===== config.mk =====
export PLATFORM = sky130hd
export DESIGN_NAME = exec_unit_top
export DESIGN_NICKNAME = d
export VERILOG_FILES = /design/src/rtl/rv_isa_pkg.sv /design/src/rtl/exec_pkg.sv /design/src/rtl/exec_unit_top.sv /design/src/rtl/exec_ctrl.sv /design/src/rtl/alu.sv /design/src/rtl/reg_file.sv /design/src/rtl/instr_decoder.sv
export SDC_FILE = /design/constraint.sdc
export NUM_CORES = 2
export LEC_CHECK = 0
export BUFFER_PORTS_ARGS = -buffer_cell sky130_fd_sc_hd__buf_2
export CAP_MARGIN = 20
export CORE_MARGIN = 1
export CORE_UTILIZATION = 55
export DETAILED_ROUTE_END_ITERATION = 16
export GPL_TIMING_DRIVEN = 0
export HOLD_SLACK_MARGIN = 0.15
export MAX_ROUTING_LAYER = met4
export PLACE_DENSITY = 0.71
export SYNTH_ARGS = -nofsm -noshare
export SYNTH_HDL_FRONTEND = slang
export SYNTH_HIERARCHICAL = 1
export SYNTH_SLANG_ARGS = --single-unit

===== constraint.sdc =====
create_clock -name clk -period 17.3 [get_ports clk]
set_clock_uncertainty 0.05 [all_clocks]
set_input_delay 0.865 -clock clk [delete_from_list [all_inputs] [get_ports clk]]
set_output_delay 0.865 -clock clk [all_outputs]
set_load 0.005 [all_outputs]

===== src/rtl/rv_isa_pkg.sv =====
package rv_isa_pkg;

	// Major opcodes handled by the execute unit
	localparam logic [6:0] op_lui    = 7'b0110111;
	localparam logic [6:0] op_auipc  = 7'b0010111;
	localparam logic [6:0] op_op     = 7'b0110011;
	localparam logic [6:0] op_op_imm = 7'b0010011;

	// funct3 of the integer ALU group
	localparam logic [2:0] f3_add  = 3'b000;
	localparam logic [2:0] f3_sll  = 3'b001;
	localparam logic [2:0] f3_slt  = 3'b010;
	localparam logic [2:0] f3_sltu = 3'b011;
	localparam logic [2:0] f3_xor  = 3'b100;
	localparam logic [2:0] f3_sr   = 3'b101;
	localparam logic [2:0] f3_or   = 3'b110;
	localparam logic [2:0] f3_and  = 3'b111;

	// f7_alt turns add into sub and srl into sra
	localparam logic [6:0] f7_base = 7'b0000000;
	localparam logic [6:0] f7_alt  = 7'b0100000;

	// Register-register layout
	typedef struct packed {
		logic [6:0] funct7;
		logic [4:0] rs2;
		logic [4:0] rs1;
		logic [2:0] funct3;
		logic [4:0] rd;
		logic [6:0] opcode;
	} r_fmt_t;

	// Immediate layout; for U-type the top 20 bits form the immediate
	typedef struct packed {
		logic [11:0] imm;
		logic [4:0]  rs1;
		logic [2:0]  funct3;
		logic [4:0]  rd;
		logic [6:0]  opcode;
	} iu_fmt_t;

	typedef union packed {
		r_fmt_t      r;
		iu_fmt_t     iu;
		logic [31:0] raw;
	} instr_u;

endpackage

===== src/rtl/exec_pkg.sv =====
package exec_pkg;

	localparam int xlen  = 32;
	localparam int nregs = 32;

	typedef enum logic [3:0] {
		add,
		sub,
		sll,
		slt,
		sltu,
		xor_op,
		srl,
		sra,
		or_op,
		and_op
	} alu_op_e;

	// Instruction as offered by the source
	typedef struct packed {
		logic [xlen-1:0]    pc;
		rv_isa_pkg::instr_u instr;
	} issue_t;

	typedef struct packed {
		alu_op_e         alu_op;
		logic [4:0]      rs1;
		logic [4:0]      rs2;
		logic [4:0]      rd;
		logic [xlen-1:0] imm;
		logic            use_imm;
		logic            use_pc;
		logic            zero_a;
		logic            writes_rd;
		logic            illegal;
	} dec_t;

	typedef struct packed {
		logic [xlen-1:0] pc;
		logic [4:0]      rd;
		logic [xlen-1:0] value;
		logic            illegal;
	} result_t;

endpackage


===== src/rtl/exec_unit_top.sv =====
`timescale 1ns/1ps

module exec_unit_top (
	input  logic              clk,
	input  logic              rst_n,
	input  logic              instr_valid,
	output logic              instr_ready,
	input  exec_pkg::issue_t  instr,
	output logic              res_valid,
	input  logic              res_ready,
	output exec_pkg::result_t res
);
	import exec_pkg::*;

	typedef struct packed {
		dec_t            dec;
		logic [xlen-1:0] op1;
		logic [xlen-1:0] op2;
		logic [xlen-1:0] pc;
	} d_stage_t;

	dec_t            in_dec;
	d_stage_t        d_q;
	result_t         x_q;
	logic [xlen-1:0] rd1;
	logic [xlen-1:0] rd2;
	logic [xlen-1:0] alu_a;
	logic [xlen-1:0] alu_b;
	logic [xlen-1:0] alu_y;
	logic            d_load;
	logic            x_load;
	logic            rf_we;

	exec_ctrl u_exec_ctrl (
		.clk         (clk),
		.rst_n       (rst_n),
		.instr_valid (instr_valid),
		.instr_ready (instr_ready),
		.res_ready   (res_ready),
		.res_valid   (res_valid),
		.in_dec      (in_dec),
		.d_dec       (d_q.dec),
		.d_load      (d_load),
		.x_load      (x_load)
	);

	instr_decoder u_instr_decoder (
		.instr (instr.instr),
		.dec   (in_dec)
	);

	// Write happens on the edge the D instruction enters X
	assign rf_we = x_load && d_q.dec.writes_rd && !d_q.dec.illegal;

	reg_file u_reg_file (
		.clk   (clk),
		.rst_n (rst_n),
		.rs1   (in_dec.rs1),
		.rs2   (in_dec.rs2),
		.rd1   (rd1),
		.rd2   (rd2),
		.we    (rf_we),
		.wa    (d_q.dec.rd),
		.wd    (alu_y)
	);

	assign alu_a = d_q.dec.zero_a ? '0 : (d_q.dec.use_pc ? d_q.pc : d_q.op1);
	assign alu_b = d_q.dec.use_imm ? d_q.dec.imm : d_q.op2;

	alu u_alu (
		.op (d_q.dec.alu_op),
		.a  (alu_a),
		.b  (alu_b),
		.y  (alu_y)
	);

	always_ff @(posedge clk) begin
		if (d_load)
			d_q <= '{dec: in_dec, op1: rd1, op2: rd2, pc: instr.pc};
		if (x_load)
			x_q <= '{pc: d_q.pc, rd: d_q.dec.rd, value: alu_y, illegal: d_q.dec.illegal};
	end

	assign res = x_q;

endmodule


===== src/rtl/exec_ctrl.sv =====
`timescale 1ns/1ps

module exec_ctrl (
	input  logic           clk,
	input  logic           rst_n,
	input  logic           instr_valid,
	output logic           instr_ready,
	input  logic           res_ready,
	output logic           res_valid,
	input  exec_pkg::dec_t in_dec,
	input  exec_pkg::dec_t d_dec,
	output logic           d_load,
	output logic           x_load
);
	logic run;
	logic d_valid;
	logic x_valid;
	logic x_free;
	logic hazard;

	// X can take a new entry when empty or when its result leaves now
	assign x_free = !x_valid || res_ready;

	// The D instruction writes the register file only when it moves to X
	assign hazard = d_valid && d_dec.writes_rd && d_dec.rd != 5'd0 &&
			(in_dec.rs1 == d_dec.rd || in_dec.rs2 == d_dec.rd);

	assign instr_ready = run && (!d_valid || x_free) && !hazard;
	assign d_load = instr_valid && instr_ready;
	assign x_load = run && d_valid && x_free;
	assign res_valid = x_valid;

	always_ff @(posedge clk) begin
		if (!rst_n) begin
			run <= 1'b0;
			d_valid <= 1'b0;
			x_valid <= 1'b0;
		end else begin
			run <= 1'b1;
			if (d_load)
				d_valid <= 1'b1;
			else if (x_load)
				d_valid <= 1'b0;
			if (x_free)
				x_valid <= d_valid;
		end
	end

endmodule


===== src/rtl/alu.sv =====
`timescale 1ns/1ps

module alu (
	input  exec_pkg::alu_op_e         op,
	input  logic [exec_pkg::xlen-1:0] a,
	input  logic [exec_pkg::xlen-1:0] b,
	output logic [exec_pkg::xlen-1:0] y
);
	import exec_pkg::*;

	logic [4:0] shamt;

	assign shamt = b[4:0];

	always_comb begin
		case (op)
			add:    y = a + b;
			sub:    y = a - b;
			sll:    y = a << shamt;
			slt:    y = {{(xlen-1){1'b0}}, $signed(a) < $signed(b)};
			sltu:   y = {{(xlen-1){1'b0}}, a < b};
			xor_op: y = a ^ b;
			srl:    y = a >> shamt;
			sra:    y = $unsigned($signed(a) >>> shamt);
			or_op:  y = a | b;
			and_op: y = a & b;
			default: y = '0;
		endcase
	end

endmodule


===== src/rtl/reg_file.sv =====
`timescale 1ns/1ps

module reg_file (
	input  logic                      clk,
	input  logic                      rst_n,
	input  logic [4:0]                rs1,
	input  logic [4:0]                rs2,
	output logic [exec_pkg::xlen-1:0] rd1,
	output logic [exec_pkg::xlen-1:0] rd2,
	input  logic                      we,
	input  logic [4:0]                wa,
	input  logic [exec_pkg::xlen-1:0] wd
);
	import exec_pkg::*;

	logic [xlen-1:0] regs [nregs];

	// x0 stays zero because it is cleared on reset and never written
	assign rd1 = regs[rs1];
	assign rd2 = regs[rs2];

	always_ff @(posedge clk) begin
		if (!rst_n) begin
			regs <= '{default: '0};
		end else if (we && wa != 5'd0) begin
			regs[wa] <= wd;
		end
	end

endmodule


===== src/rtl/instr_decoder.sv =====
`timescale 1ns/1ps

module instr_decoder (
	input  rv_isa_pkg::instr_u instr,
	output exec_pkg::dec_t     dec
);
	import rv_isa_pkg::*;
	import exec_pkg::*;

	logic [6:0] opcode;
	logic       bad;

	// Base operation for a funct3, before any funct7 modifier
	function automatic alu_op_e f3_op(input logic [2:0] f3);
		case (f3)
			f3_add:  return add;
			f3_sll:  return sll;
			f3_slt:  return slt;
			f3_sltu: return sltu;
			f3_xor:  return xor_op;
			f3_sr:   return srl;
			f3_or:   return or_op;
			default: return and_op;
		endcase
	endfunction

	assign opcode = instr.raw[6:0];

	always_comb begin
		dec = '0;
		dec.alu_op = add;
		bad = 1'b0;
		case (opcode)
			op_lui, op_auipc: begin
				dec.rd = instr.iu.rd;
				dec.imm = {instr.iu.imm, instr.iu.rs1, instr.iu.funct3, 12'b0};
				dec.use_imm = 1'b1;
				dec.use_pc = (opcode == op_auipc);
				dec.zero_a = (opcode == op_lui);
				dec.writes_rd = 1'b1;
			end
			op_op_imm: begin
				dec.rd = instr.iu.rd;
				dec.rs1 = instr.iu.rs1;
				dec.imm = {{(xlen-12){instr.iu.imm[11]}}, instr.iu.imm};
				dec.use_imm = 1'b1;
				dec.writes_rd = 1'b1;
				dec.alu_op = f3_op(instr.iu.funct3);
				// Shift immediates carry a funct7 in the upper bits
				if (instr.iu.funct3 == f3_sr && instr.iu.imm[11:5] == f7_alt)
					dec.alu_op = sra;
				else if ((instr.iu.funct3 == f3_sll || instr.iu.funct3 == f3_sr) &&
						instr.iu.imm[11:5] != f7_base)
					bad = 1'b1;
			end
			op_op: begin
				dec.rd = instr.r.rd;
				dec.rs1 = instr.r.rs1;
				dec.rs2 = instr.r.rs2;
				dec.writes_rd = 1'b1;
				dec.alu_op = f3_op(instr.r.funct3);
				if (instr.r.funct7 == f7_alt) begin
					if (instr.r.funct3 == f3_add)
						dec.alu_op = sub;
					else if (instr.r.funct3 == f3_sr)
						dec.alu_op = sra;
					else
						bad = 1'b1;
				end else if (instr.r.funct7 != f7_base) begin
					bad = 1'b1;
				end
			end
			default: bad = 1'b1;
		endcase
		// Illegal words compute 0 + 0 and write nothing
		if (bad) begin
			dec = '0;
			dec.alu_op = add;
			dec.zero_a = 1'b1;
			dec.use_imm = 1'b1;
			dec.illegal = 1'b1;
		end
	end

endmodule


==> results.yml <==
global_route:
  grt_max_degree: 33
  antenna_found_initial: 42
  grt_usage: 0.530
  grt_pass1_vias: 67600
  grt_overflow: 0
  grt_pass1_wl_um: 484000
flow_run:
  drv_cap: 0
worst_setup_path:
  worstPathCellList: "buf_6 > buf_12 > mux2_4 > clkbuf_1 > inv_2 > buf_1 > clkbuf_1 > ha_1 > buf_2 > nand2b_1 > o311ai_1 > a21oi_1 > o31ai_2 > o311ai_2 > a21oi_1 > or3_1 > o211a_1 > o21ai_1 > buf_6 > clkbuf_1 > nand2_1 > a21boi_0"
  crit_path_end_kind: "register"
  path_class: "register to register"
  slowest_stage: "clkbuf_1"
  cp.required_ns: 17.99
  arrival_ns: 8.58
  critPathBufInv: 9
  startpoint_type: "register"
  cp_max_fo: 11
  slowest_delay_ns: 0.73
  path_common_cell: "clkbuf_1"
  crit_family: "buffers and inverters"
floorplan:
  std_cell_rows: 132
  die_w_um: 363
  core_area_mm2: 0.129
  boundaryPins: 140
  start_util: 0.554
  die_area_mm2: 0.132
  die_h_um: 363
power_and_ir_drop:
  ir_drop_mv: 0.103
  p_leak_nw: 25.8
  power_density_mw_per_mm2: 80.6
  p_total_mw: 6.48
drt:
  finalWirelength_um: 351000
  drt_iter0_markers: 10600
  drc: 0
  vias_per_cell: 6.62
  num_vias: 71400
  post_drt_wl_per_cell_um: 32.5
  first_pass_iters: 9
  ant_nets: 0
timing:
  finalSetupTns_ns: 0
  fin_crit_sh: 0.456
  hold_viol: 0
  finalSetupViolCount: 0
  setup_ws_ns: 9.42
  holdWs_ns: 0.166
  min_period_ns: 7.88
  fmax_mhz: 127
  worstMarginPinSlew_ns: 1.29
  grt_setup_unrepaired: "false"
  drv_slew: 0
  max_slew_margin: 0.135
clock_network:
  root_buffer: "clkbuf_16"
  cts_max_path_buffers: 3
  clkLatencyLatePin_ns: 0.83
  cts_tree: "built"
  cts-buffers-inserted: 139
  htreeDepth: 4
  postCtsSetupBuffers: 0
  cts_resized: 0
  clock-sinks: 1239
  path_clk_slew_ns: 0.07
yosys:
  ys_warn_count: 6
  synth_area_mm2: 0.0717
  syn_avg_cell_area_um2: 8.39
  synthCells: 8547
  synth_nets: 8716
place:
  dp_cells: 10500
  gp_congestion: 1.13
  post-dp-hpwl_um: 277000
  dp_slack_ns: 9.81
  numPortBuffers: 137
  place_area_mm2: 0.0754
layout:
  fill_cells: 11100
  multi_input_area_mm2: 0.0412
  seq_area_mm2: 0.0269
  post-route-util: 0.621
  nets: 9056
  final_cell_mix: "nand2_1, mux2i_1, dfxtp_1"
  final_common_cell: "nand2_1"
  area_growth_pct: 12.0
  stdcell_area_mm2: 0.0804
  layout-drive-gt1-share: 0.0918
  finalNonFillerCells: 10800
min_path:
  hp-class: "input port to register"
status:
  status: "finished, final reports clean"
## per-layer routing
layer | part of all wire | track usage | vias up | routed length, µm
met2 | 0.43 | 0.777 | 5397 | 150000
met4 | 0.11 | 0.493 | 0 | 39100
met5 | 0 | - | - | 0
li1 | - | - | 30500 | -
met1 | 0.34 | 0.573 | 33900 | 120000
met3 | 0.12 | 0.160 | 1635 | 41900
## flip-flops by register name, indices dropped and copies added (netlist names)
register	cells
u_reg_file/regs	1024
u_exec_ctrl/run	1
u_exec_ctrl/d_valid	1
u_exec_ctrl/res_valid	1
res	70
d_q	142
## path summary, 6_finish.rpt
path,startpoint,end,slack [ns],cells past startpoint
setup / recovery,d_q[100]$_DFFE_PP_,u_reg_file/regs[927]$_SDFFE_PN0P_,9.42,22
hold / removal,instr[51],d_q[19]$_DFFE_PP_,0.17,1
setup reg to reg,d_q[100]$_DFFE_PP_,u_reg_file/regs[927]$_SDFFE_PN0P_,9.42,22
hold reg to reg,d_q[19]$_DFFE_PP_,res[57]$_DFFE_PP_,0.41,0
## cell type report
cell class,instances,area share
inverters,91,0.00425
repair buffers,199,0.0181
clock buffers,196,0.0503
multi-input cells,6446,0.513
diodes,45,0.00140
plain buffers,771,0.0422
clock inverters,57,0.00881
flip-flops and latches,1239,0.335
well taps,1742,0.0271
## power breakdown
part / internal, mW / switching [mW] / total, mW
Combinational: 0.117 / 0.313 / 0.429
Sequential: 2.95 / 0.0134 / 2.96
Clock: 1.76 / 1.33 / 3.09
Total: 4.82 / 1.66 / 6.48
## timing repair
action	4_1_cts	5_1_grt
hold endpoints to repair	4	0
setup endpoints to repair	0	0
hold buffers	4	0
Note: power is estimated with default switching activity, not from simulation.
